===== config.mk =====
export PLATFORM = sky130hd
export DESIGN_NAME = tlb_top
export DESIGN_NICKNAME = d
export VERILOG_FILES = /design/src/hdl/tlb_pkg.sv /design/src/hdl/tlb_match_entry.sv /design/src/hdl/tlb_hit_encoder.sv /design/src/hdl/tlb_page_store.sv /design/src/hdl/tlb_ctrl.sv /design/src/hdl/tlb_lookup_stage.sv /design/src/hdl/tlb_top.sv
export SDC_FILE = /design/constraint.sdc
export NUM_CORES = 2
export LEC_CHECK = 0
export BUFFER_PORTS_ARGS = -buffer_cell sky130_fd_sc_hd__buf_2
export CAP_MARGIN = 40
export CORE_MARGIN = 5
export CORE_UTILIZATION = 50
export CTS_CLUSTER_DIAMETER = 60
export CTS_CLUSTER_SIZE = 10
export DETAILED_ROUTE_END_ITERATION = 7
export GPL_TIMING_DRIVEN = 0
export PLACE_DENSITY = 0.72
export SETUP_SLACK_MARGIN = 0.1
export SLEW_MARGIN = 20
export SYNTH_ARGS = -nofsm -noshare
export SYNTH_HDL_FRONTEND = slang
export SYNTH_SLANG_ARGS = --single-unit
export TNS_END_PERCENT = 5

===== constraint.sdc =====
create_clock -name clk -period 8.92 [get_ports clk]
set_clock_uncertainty 0.15 [all_clocks]
set_input_delay 1.338 -clock clk [delete_from_list [all_inputs] [get_ports clk]]
set_output_delay 1.338 -clock clk [all_outputs]
set_load 0.01 [all_outputs]

===== src/hdl/tlb_pkg.sv =====
package tlb_pkg;

  // page size exponent that marks a 4 MB page
  localparam logic [5:0] PS_4M = 6'd22;

  // key compared by every match entry
  // vppn covers va[31:13], one pair of 4 KB pages
  typedef struct packed {
    logic [18:0] vppn;
    logic [9:0]  asid;
    // global entry ignores the asid
    logic        g;
    logic [5:0]  ps;
    // entry exists
    logic        e;
  } tlb_key_t;

  // one half of a page pair
  typedef struct packed {
    logic [19:0] ppn;
    // page valid
    logic        v;
    // page dirty, writes allowed
    logic        d;
    // privilege level
    logic [1:0]  plv;
  } tlb_page_t;

  // operation strobe, idle at none
  typedef enum logic [1:0] {
    TLB_OP_NONE    = 2'd0,
    TLB_OP_FILL    = 2'd1,
    TLB_OP_INV_ALL = 2'd2
  } tlb_op_e;

endpackage


===== src/hdl/tlb_match_entry.sv =====
`timescale 1ns/1ns

module tlb_match_entry (
  input  logic            clk,
  input  logic            arst_n_i,
  input  logic [18:0]     vppn_i,
  input  logic [9:0]      asid_i,
  input  logic            update_i,
  input  tlb_pkg::tlb_key_t update_key_i,
  output logic            match_o,
  output logic [5:0]      ps_o
);

  import tlb_pkg::*;

  // stored key, only e has a reset value
  logic        e_q;
  logic [18:0] vppn_q;
  logic [9:0]  asid_q;
  logic        g_q;
  logic [5:0]  ps_q;
  // 4 MB flag kept beside the key, keeps the compare off the ps decode
  logic        is_4m_q;

  logic match_high9;
  logic match_low10;
  logic match_asid;

  always_ff @(posedge clk or negedge arst_n_i) begin
    if (!arst_n_i) begin
      e_q <= 1'b0;
    end else if (update_i) begin
      e_q <= update_key_i.e;
    end
  end

  always_ff @(posedge clk) begin
    if (update_i) begin
      vppn_q  <= update_key_i.vppn;
      asid_q  <= update_key_i.asid;
      g_q     <= update_key_i.g;
      ps_q    <= update_key_i.ps;
      is_4m_q <= (update_key_i.ps == PS_4M);
    end
  end

  // split compare, upper part always counts
  assign match_high9 = (vppn_q[18:10] == vppn_i[18:10]);
  assign match_low10 = (vppn_q[9:0] == vppn_i[9:0]);
  assign match_asid  = (asid_q == asid_i);

  // low bits ignored for 4 MB, asid ignored for global
  assign match_o = e_q && match_high9 && (is_4m_q || match_low10) && (g_q || match_asid);
  assign ps_o    = ps_q;

endmodule


===== src/hdl/tlb_hit_encoder.sv =====
`timescale 1ns/1ns

module tlb_hit_encoder #(
  parameter int NUM_ENTRIES = 16
) (
  input  logic [NUM_ENTRIES-1:0]         match_vec_i,
  output logic                           hit_o,
  output logic [$clog2(NUM_ENTRIES)-1:0] idx_o,
  output logic                           multi_hit_o
);

  localparam int IDX_W = $clog2(NUM_ENTRIES);

  // vector with its lowest set bit removed
  logic [NUM_ENTRIES-1:0] rest_vec;

  // any entry matched
  assign hit_o = |match_vec_i;

  // lowest set index wins
  // scan from the top so the last write is the lowest bit
  always_comb begin
    idx_o = '0;
    for (int i = NUM_ENTRIES - 1; i >= 0; i--) begin
      if (match_vec_i[i]) begin
        idx_o = IDX_W'(i);
      end
    end
  end

  // clear the lowest set bit, anything left means two or more matches
  assign rest_vec = match_vec_i & (match_vec_i - NUM_ENTRIES'(1));

  // software wrote overlapping entries
  assign multi_hit_o = |rest_vec;

endmodule


===== src/hdl/tlb_page_store.sv =====
`timescale 1ns/1ns

module tlb_page_store #(
  parameter int NUM_ENTRIES = 16
) (
  input  logic                           clk,
  input  logic                           arst_n_i,
  input  logic                           we_i,
  input  logic [$clog2(NUM_ENTRIES)-1:0] wr_idx_i,
  input  tlb_pkg::tlb_page_t             page0_i,
  input  tlb_pkg::tlb_page_t             page1_i,
  input  logic [$clog2(NUM_ENTRIES)-1:0] rd_idx_i,
  output tlb_pkg::tlb_page_t             page0_o,
  output tlb_pkg::tlb_page_t             page1_o
);

  import tlb_pkg::*;

  // page pair payload, no reset
  tlb_page_t page0_q [NUM_ENTRIES];
  tlb_page_t page1_q [NUM_ENTRIES];
  // valid bits held apart so reset can clear them
  logic [NUM_ENTRIES-1:0] v0_q;
  logic [NUM_ENTRIES-1:0] v1_q;

  always_ff @(posedge clk or negedge arst_n_i) begin
    if (!arst_n_i) begin
      v0_q <= '0;
      v1_q <= '0;
    end else if (we_i) begin
      v0_q[wr_idx_i] <= page0_i.v;
      v1_q[wr_idx_i] <= page1_i.v;
    end
  end

  always_ff @(posedge clk) begin
    if (we_i) begin
      page0_q[wr_idx_i] <= page0_i;
      page1_q[wr_idx_i] <= page1_i;
    end
  end

  // combinational read at the hit index
  always_comb begin
    page0_o   = page0_q[rd_idx_i];
    page1_o   = page1_q[rd_idx_i];
    // valid comes from the reset copy
    page0_o.v = v0_q[rd_idx_i];
    page1_o.v = v1_q[rd_idx_i];
  end

endmodule


===== src/hdl/tlb_ctrl.sv =====
`timescale 1ns/1ns

module tlb_ctrl #(
  parameter int NUM_ENTRIES = 16
) (
  input  logic                           clk,
  input  logic                           arst_n_i,
  input  tlb_pkg::tlb_op_e               op_i,
  input  logic [$clog2(NUM_ENTRIES)-1:0] fill_idx_i,
  input  tlb_pkg::tlb_key_t              fill_key_i,
  input  tlb_pkg::tlb_page_t             fill_page0_i,
  input  tlb_pkg::tlb_page_t             fill_page1_i,
  output logic [NUM_ENTRIES-1:0]         entry_update_o,
  output tlb_pkg::tlb_key_t              update_key_o,
  output logic                           page_we_o,
  output logic [$clog2(NUM_ENTRIES)-1:0] page_idx_o,
  output tlb_pkg::tlb_page_t             page0_o,
  output tlb_pkg::tlb_page_t             page1_o
);

  import tlb_pkg::*;

  // page data and index always follow the fill ports
  assign page_idx_o = fill_idx_i;
  assign page0_o    = fill_page0_i;
  assign page1_o    = fill_page1_i;

  // decode within the strobe cycle
  // entries latch at the closing edge
  always_comb begin
    entry_update_o = '0;
    update_key_o   = fill_key_i;
    page_we_o      = 1'b0;
    case (op_i)
      TLB_OP_FILL: begin
        // one entry takes the new key and its page pair
        entry_update_o[fill_idx_i] = 1'b1;
        page_we_o                  = 1'b1;
      end
      TLB_OP_INV_ALL: begin
        // all entries take a key that does not exist
        entry_update_o = '1;
        update_key_o.e = 1'b0;
      end
      default: begin
        // idle and the unused code change nothing
        entry_update_o = '0;
      end
    endcase
  end

endmodule


===== src/hdl/tlb_lookup_stage.sv =====
`timescale 1ns/1ns

module tlb_lookup_stage #(
  parameter int NUM_ENTRIES = 16
) (
  input  logic                           clk,
  input  logic                           arst_n_i,
  input  logic                           lookup_i,
  input  logic [19:0]                    vpn_i,
  input  logic                           hit_i,
  input  logic [$clog2(NUM_ENTRIES)-1:0] idx_i,
  input  logic                           multi_hit_i,
  input  logic [NUM_ENTRIES-1:0][5:0]    ps_vec_i,
  input  tlb_pkg::tlb_page_t             page0_i,
  input  tlb_pkg::tlb_page_t             page1_i,
  output logic                           result_valid_o,
  output logic                           hit_o,
  output logic [$clog2(NUM_ENTRIES)-1:0] idx_o,
  output logic [19:0]                    ppn_o,
  output logic                           v_o,
  output logic                           d_o,
  output logic [1:0]                     plv_o,
  output logic                           multi_hit_o
);

  import tlb_pkg::*;

  logic      is_4m;
  logic      odd_sel;
  tlb_page_t page_sel;
  logic [19:0] ppn_d;

  // page size of the hit entry
  assign is_4m = (ps_vec_i[idx_i] == PS_4M);

  // odd half picked by the bit just above the page offset
  assign odd_sel  = is_4m ? vpn_i[10] : vpn_i[0];
  assign page_sel = odd_sel ? page1_i : page0_i;

  // 4 MB page passes va[21:12] straight through
  assign ppn_d = is_4m ? {page_sel.ppn[19:10], vpn_i[9:0]} : page_sel.ppn;

  // control flags, cleared when no lookup
  always_ff @(posedge clk or negedge arst_n_i) begin
    if (!arst_n_i) begin
      result_valid_o <= 1'b0;
      hit_o          <= 1'b0;
      multi_hit_o    <= 1'b0;
    end else begin
      result_valid_o <= lookup_i;
      hit_o          <= lookup_i && hit_i;
      multi_hit_o    <= lookup_i && multi_hit_i;
    end
  end

  // payload held until the next lookup
  always_ff @(posedge clk) begin
    if (lookup_i) begin
      idx_o <= idx_i;
      ppn_o <= ppn_d;
      // flags meaningless on a miss
      v_o   <= hit_i && page_sel.v;
      d_o   <= hit_i && page_sel.d;
      plv_o <= page_sel.plv;
    end
  end

endmodule


===== src/hdl/tlb_top.sv =====
`timescale 1ns/1ns

module tlb_top #(
  parameter int NUM_ENTRIES = 16
) (
  input  logic                           clk,
  input  logic                           arst_n_i,
  // update side
  input  tlb_pkg::tlb_op_e               op_i,
  input  logic [$clog2(NUM_ENTRIES)-1:0] fill_idx_i,
  input  logic [18:0]                    fill_vppn_i,
  input  logic [9:0]                     fill_asid_i,
  input  logic                           fill_g_i,
  input  logic [5:0]                     fill_ps_i,
  input  logic                           fill_e_i,
  input  logic [19:0]                    page0_ppn_i,
  input  logic                           page0_v_i,
  input  logic                           page0_d_i,
  input  logic [1:0]                     page0_plv_i,
  input  logic [19:0]                    page1_ppn_i,
  input  logic                           page1_v_i,
  input  logic                           page1_d_i,
  input  logic [1:0]                     page1_plv_i,
  // lookup side
  input  logic                           lookup_i,
  input  logic [19:0]                    lookup_vpn_i,
  input  logic [9:0]                     lookup_asid_i,
  output logic                           result_valid_o,
  output logic                           hit_o,
  output logic [$clog2(NUM_ENTRIES)-1:0] result_idx_o,
  output logic [19:0]                    ppn_o,
  output logic                           v_o,
  output logic                           d_o,
  output logic [1:0]                     plv_o,
  output logic                           multi_hit_o
);

  import tlb_pkg::*;

  localparam int IDX_W = $clog2(NUM_ENTRIES);

  tlb_key_t  fill_key;
  tlb_page_t fill_page0;
  tlb_page_t fill_page1;

  // controller to array and store
  logic [NUM_ENTRIES-1:0] entry_update;
  tlb_key_t               update_key;
  logic                   page_we;
  logic [IDX_W-1:0]       page_idx;
  tlb_page_t              page0_wr;
  tlb_page_t              page1_wr;

  // array to encoder and lookup stage
  logic [NUM_ENTRIES-1:0]      match_vec;
  logic [NUM_ENTRIES-1:0][5:0] ps_vec;
  logic                        any_hit;
  logic [IDX_W-1:0]            hit_idx;
  logic                        multi;
  tlb_page_t                   page0_rd;
  tlb_page_t                   page1_rd;

  // loose fill ports into structs
  assign fill_key   = '{vppn: fill_vppn_i, asid: fill_asid_i, g: fill_g_i,
                        ps: fill_ps_i, e: fill_e_i};
  assign fill_page0 = '{ppn: page0_ppn_i, v: page0_v_i, d: page0_d_i, plv: page0_plv_i};
  assign fill_page1 = '{ppn: page1_ppn_i, v: page1_v_i, d: page1_d_i, plv: page1_plv_i};

  tlb_ctrl #(.NUM_ENTRIES(NUM_ENTRIES)) ctrl_i (
    .clk(clk), .arst_n_i(arst_n_i), .op_i(op_i), .fill_idx_i(fill_idx_i),
    .fill_key_i(fill_key), .fill_page0_i(fill_page0), .fill_page1_i(fill_page1),
    .entry_update_o(entry_update), .update_key_o(update_key), .page_we_o(page_we),
    .page_idx_o(page_idx), .page0_o(page0_wr), .page1_o(page1_wr)
  );

  // fully associative compare, vpn bit 0 only picks the half
  for (genvar i = 0; i < NUM_ENTRIES; i++) begin : g_entry
    tlb_match_entry entry_i (
      .clk(clk), .arst_n_i(arst_n_i), .vppn_i(lookup_vpn_i[19:1]),
      .asid_i(lookup_asid_i), .update_i(entry_update[i]), .update_key_i(update_key),
      .match_o(match_vec[i]), .ps_o(ps_vec[i])
    );
  end

  tlb_hit_encoder #(.NUM_ENTRIES(NUM_ENTRIES)) enc_i (
    .match_vec_i(match_vec), .hit_o(any_hit), .idx_o(hit_idx), .multi_hit_o(multi)
  );

  tlb_page_store #(.NUM_ENTRIES(NUM_ENTRIES)) store_i (
    .clk(clk), .arst_n_i(arst_n_i), .we_i(page_we), .wr_idx_i(page_idx),
    .page0_i(page0_wr), .page1_i(page1_wr), .rd_idx_i(hit_idx),
    .page0_o(page0_rd), .page1_o(page1_rd)
  );

  tlb_lookup_stage #(.NUM_ENTRIES(NUM_ENTRIES)) lookup_stage_i (
    .clk(clk), .arst_n_i(arst_n_i), .lookup_i(lookup_i), .vpn_i(lookup_vpn_i),
    .hit_i(any_hit), .idx_i(hit_idx), .multi_hit_i(multi), .ps_vec_i(ps_vec),
    .page0_i(page0_rd), .page1_i(page1_rd), .result_valid_o(result_valid_o),
    .hit_o(hit_o), .idx_o(result_idx_o), .ppn_o(ppn_o), .v_o(v_o), .d_o(d_o),
    .plv_o(plv_o), .multi_hit_o(multi_hit_o)
  );

endmodule


==> run summary <==
Gate count of the mapped netlist = 3405
GPL Wtd Cong = 0.824
Post-detailed-route count of antenna-violating nets = 0
Drc violations = 0
Type of element capturing the critical path = flip-flop
Final critical delay including setup and external delays = 6.67 ns
Floorplan Core Area = 114000 µm²
Synthesized flop and latch total = 1407
Post-synthesis sequential area ratio = 73.3%
Routed wire length = 145000 µm
Count of different cell masters after synthesis = 76
Total of fill cells in the finished design = 8455
Slew headroom = 38.3%
Floorplan die area = 121000 µm²
Max Clock Freq = 150 MHz
Register clock-pin slew on the reported worst setup and hold paths = 0.06 ns
Global-route congestion overflow total = 0
Root buffer cell = sky130_fd_sc_hd__clkbuf_16
Global-route usage over all layers = 23.5%
HPWL after DPL = 95300 µm
Setup repair after global routing missed its margin = no
Layout overhead on the synthesized area = 15.4%
Number of antenna violations at the first check in global routing = 20
CTS tree = done
Hold_buf cts = 0
Outcome = completed
Area of the multi-input gates = 14500 µm²
Worst vdd rail ir drop = 0.197 mV
Ports placed on the boundary = 155
Count of warnings emitted by yosys = 0
TritonCTS Buffers = 160
Violation count after the first detailed-route iteration = 3262
Drt wl/cell = 27.0 µm
Register-to-register setup slack = 2.62 ns
Skew-Pair Late Insertion Delay = 0.76 ns
Num rows = 124
Number of search-and-repair iterations in the first detailed-routing pass = 6
Die X = 349 µm
Endpoints failing setup = 0
Effective utilization at floorplan = 50.2%
Average size of a mapped cell = 16.8 µm²
Startpoint class of the critical path = input port
Highest fanout seen on the critical path = 10
Total power draw = 14.2 mW
Number of enable flip-flop cells after synthesis = 1356
Net count after synthesis = 3531
Hold Fails Final Rpt = 0
Resized Gates After CTS = 0
Total clock sinks = 1407
Least-Margin Pin Slew = 0.921 ns
Area of all sequential standard cells = 42000 µm²
Power density over the cells = 216 nW/µm²
Cell area after technology mapping = 57300 µm²
# nets final = 3904
Number of vias per cell after detailed routing = 5.92
First-pass GRT wire length = 211000 µm
Depth of the CTS H-tree = 4
Max Transition Viols Final = 0
Vias after detailed routing = 31800
Fraction of the cycle the final worst path needs = 74.8%
Path class of the lowest-slack min-delay path = input port to asynchronous set/reset pin
Data arrival time at the worst-slack endpoint = 7.01 ns
Number of port buffers = 124
Via count of the first global-routing pass = 31800
Prevailing post-synth register cell = sky130_fd_sc_hd__edfxtp_1
CP required = 9.26 ns
Standby leakage power = 23.1 nW
Number of buffers added for setup after CTS = 0
Pin count of the biggest net entering global routing = 38
Max-cap violations = 0
Ratio of cells with drive above 1 in the final layout = 16.7%
Asr flop ratio synth = 3.62%
Hold Worst Slack = 0.331 ns
Height of the die = 349 µm
Critical setup path kind = input port to flip-flop
Clock buffer depth = 3
[critical path, cell delays in order]
cell and delay, ns:
sky130_fd_sc_hd__buf_4 0.17, sky130_fd_sc_hd__xor2_1 0.15, sky130_fd_sc_hd__nor4_1 0.54, sky130_fd_sc_hd__a41oi_1 0.37, sky130_fd_sc_hd__nor3_1 0.68, sky130_fd_sc_hd__or2_1 0.19, sky130_fd_sc_hd__buf_1 0.22, sky130_fd_sc_hd__nor2_1 0.12
sky130_fd_sc_hd__o21a_1 0.24, sky130_fd_sc_hd__nor2_1 0.20, sky130_fd_sc_hd__clkbuf_1 0.62, sky130_fd_sc_hd__clkbuf_1 0.76, sky130_fd_sc_hd__clkbuf_1 0.67, sky130_fd_sc_hd__a21oi_1 0.34, sky130_fd_sc_hd__mux2_4 0.36
[layer usage]
metal | wire [µm] | global-route usage, %
met4 | 4170 | 7.39
met5 | 91 | 0
met1 | 58000 | 32.4
met3 | 13600 | 5.20
met2 | 68900 | 37.8
[placed cells by master, fill, tap and decap left out, types with 6 or more instances in the layout]
cell type and count:
sky130_fd_sc_hd__xnor2_1 171, sky130_fd_sc_hd__diode_2 8, sky130_fd_sc_hd__buf_16 30, sky130_fd_sc_hd__xor2_1 292, sky130_fd_sc_hd__a211oi_1 190, sky130_fd_sc_hd__nand2_1 56, sky130_fd_sc_hd__clkbuf_16 165, sky130_fd_sc_hd__nor4bb_1 10
sky130_fd_sc_hd__mux2i_1 342, sky130_fd_sc_hd__nand4_1 50, sky130_fd_sc_hd__or3_1 12, sky130_fd_sc_hd__a41oi_1 30, sky130_fd_sc_hd__a21oi_1 131, sky130_fd_sc_hd__nand2b_1 10, sky130_fd_sc_hd__nor4_1 75, sky130_fd_sc_hd__a22oi_1 10
sky130_fd_sc_hd__nor2_4 28, sky130_fd_sc_hd__a22o_1 18, sky130_fd_sc_hd__mux2_4 10, sky130_fd_sc_hd__buf_4 55, sky130_fd_sc_hd__buf_6 26, sky130_fd_sc_hd__nor3_2 8, sky130_fd_sc_hd__dfrtp_1 51, sky130_fd_sc_hd__clkbuf_1 115
sky130_fd_sc_hd__o21ai_0 22, sky130_fd_sc_hd__and2_1 106, sky130_fd_sc_hd__nand3b_1 6, sky130_fd_sc_hd__nand3_1 7, sky130_fd_sc_hd__edfxtp_1 1356, sky130_fd_sc_hd__nor2_1 49, sky130_fd_sc_hd__buf_12 18, sky130_fd_sc_hd__buf_2 201
sky130_fd_sc_hd__nor3_1 26, sky130_fd_sc_hd__buf_1 6, sky130_fd_sc_hd__mux2_2 74, sky130_fd_sc_hd__o221ai_1 9, sky130_fd_sc_hd__and3_1 6
[cell usage after synthesis (4+ instances only)]
library cell	count	share of area, %
sky130_fd_sc_hd__edfxtp_1	1356	71
sky130_fd_sc_hd__mux2i_1	342	6.0
sky130_fd_sc_hd__xor2_1	292	4.5
sky130_fd_sc_hd__a211oi_1	190	2.5
sky130_fd_sc_hd__xnor2_1	171	2.6
sky130_fd_sc_hd__a21oi_1	131	1.1
sky130_fd_sc_hd__and2_1	106	1.2
sky130_fd_sc_hd__buf_2	78	0.68
sky130_fd_sc_hd__nor2_1	77	0.50
sky130_fd_sc_hd__nor4_1	75	0.82
sky130_fd_sc_hd__mux2_2	74	1.5
sky130_fd_sc_hd__clkbuf_1	56	0.37
sky130_fd_sc_hd__nand2_1	56	0.37
sky130_fd_sc_hd__dfrtp_1	51	2.2
sky130_fd_sc_hd__nand4_1	50	0.55
sky130_fd_sc_hd__nor3_1	31	0.27
sky130_fd_sc_hd__a41oi_1	30	0.46
sky130_fd_sc_hd__buf_4	23	0.30
sky130_fd_sc_hd__o21ai_0	22	0.19
sky130_fd_sc_hd__buf_6	20	0.39
sky130_fd_sc_hd__a22o_1	18	0.28
sky130_fd_sc_hd__or3_1	12	0.13
sky130_fd_sc_hd__a22oi_1	10	0.13
sky130_fd_sc_hd__mux2_4	10	0.26
sky130_fd_sc_hd__nand2b_1	10	0.11
sky130_fd_sc_hd__nor4bb_1	10	0.17
sky130_fd_sc_hd__o221ai_1	9	0.14
sky130_fd_sc_hd__nand3_1	7	0.061
sky130_fd_sc_hd__and3_1	6	0.066
sky130_fd_sc_hd__buf_1	6	0.039
sky130_fd_sc_hd__nand3b_1	6	0.079
sky130_fd_sc_hd__a211o_1	5	0.076
sky130_fd_sc_hd__a41o_1	4	0.070
sky130_fd_sc_hd__nand4b_1	4	0.061
[state kept, by name (all words and copies together), names as in the netlist, 2 cells and up]
name	flops
store_i.v1_q	16
g_entry.entry_i.ps_o	96
g_entry.entry_i.vppn_q	304
store_i.v0_q	16
g_entry.entry_i.g_q	16
store_i.page0_q	368
lookup_stage_i.plv_o	2
lookup_stage_i.idx_o	4
g_entry.entry_i.e_q	16
g_entry.entry_i.is_4m_q	16
store_i.page1_q	368
lookup_stage_i.ppn_o	20
g_entry.entry_i.asid_q	160
[cell families (layout without fill, tap and decap cells)]
logic type	Yosys count	count (layout)	share of synthesized area, %
DFF	1407	1407	73.3
and+or+nand+nor	472	472	4.66
xor gates and xnor gates	464	464	7.11
AOI/OAI and AO/OA	443	443	5.32
muxes	427	427	7.72
buffers and inverters	189	637	1.84
adders and majority gates	3	3	0.0611
other	0	8	0
[layout make-up]
class | instances | share of cell area (%)
sequential | 1407 | 63.5
inverter | 5 | 0.0435
multi-input combinational | 1809 | 21.9
tap | 1512 | 2.86
buffer | 184 | 1.55
antenna | 8 | 0.0303
clock inverter | 13 | 0.254
timing repair buffer | 211 | 3.24
clock buffer | 224 | 6.58
[worst paths after layout]
| kind | startpoint | to | cells after the start |
|---|---|---|---|
| worst min-delay path | arst_n_i | g_entry[4].entry_i.e_q | 1 |
| worst min register to register | store_i.v1_q[1] | store_i.v1_q[1] | 1 |
| max in group asynchronous | arst_n_i | store_i.v0_q[3] | 2 |
| min in group clk | store_i.v1_q[1] | store_i.v1_q[1] | 1 |
| worst max register to register | g_entry[4].entry_i.vppn_q[8] | lookup_stage_i.ppn_o[18] | 14 |
| worst max-delay path | lookup_vpn_i[8] | lookup_stage_i.ppn_o[18] | 15 |
[stage by stage]
step	setup TNS [ns]	utilization [%]	cells	setup slack (ns)	instance area [µm²]
after global routing	0	58.0	5368	2.23	66100
after floorplan	0	-	3405	1.04	57300
after global placement	-1044.57	52.4	5041	-3.97	59800
final	0	58.0	5373	2.25	66100
after CTS	0	57.9	5362	2.37	66100
after detailed placement	0	54.0	5125	1.57	61500
[power breakdown]
part           leakage [nW]  switching, mW  total [mW]  internal, mW
sequential             13.0          0.103        7.66          7.55
combinational          7.96          0.494       0.788         0.293
clock                  2.17           2.45        5.80          3.36
total                  23.1           3.04        14.2          11.2
Power figures use the tool's default switching activity.
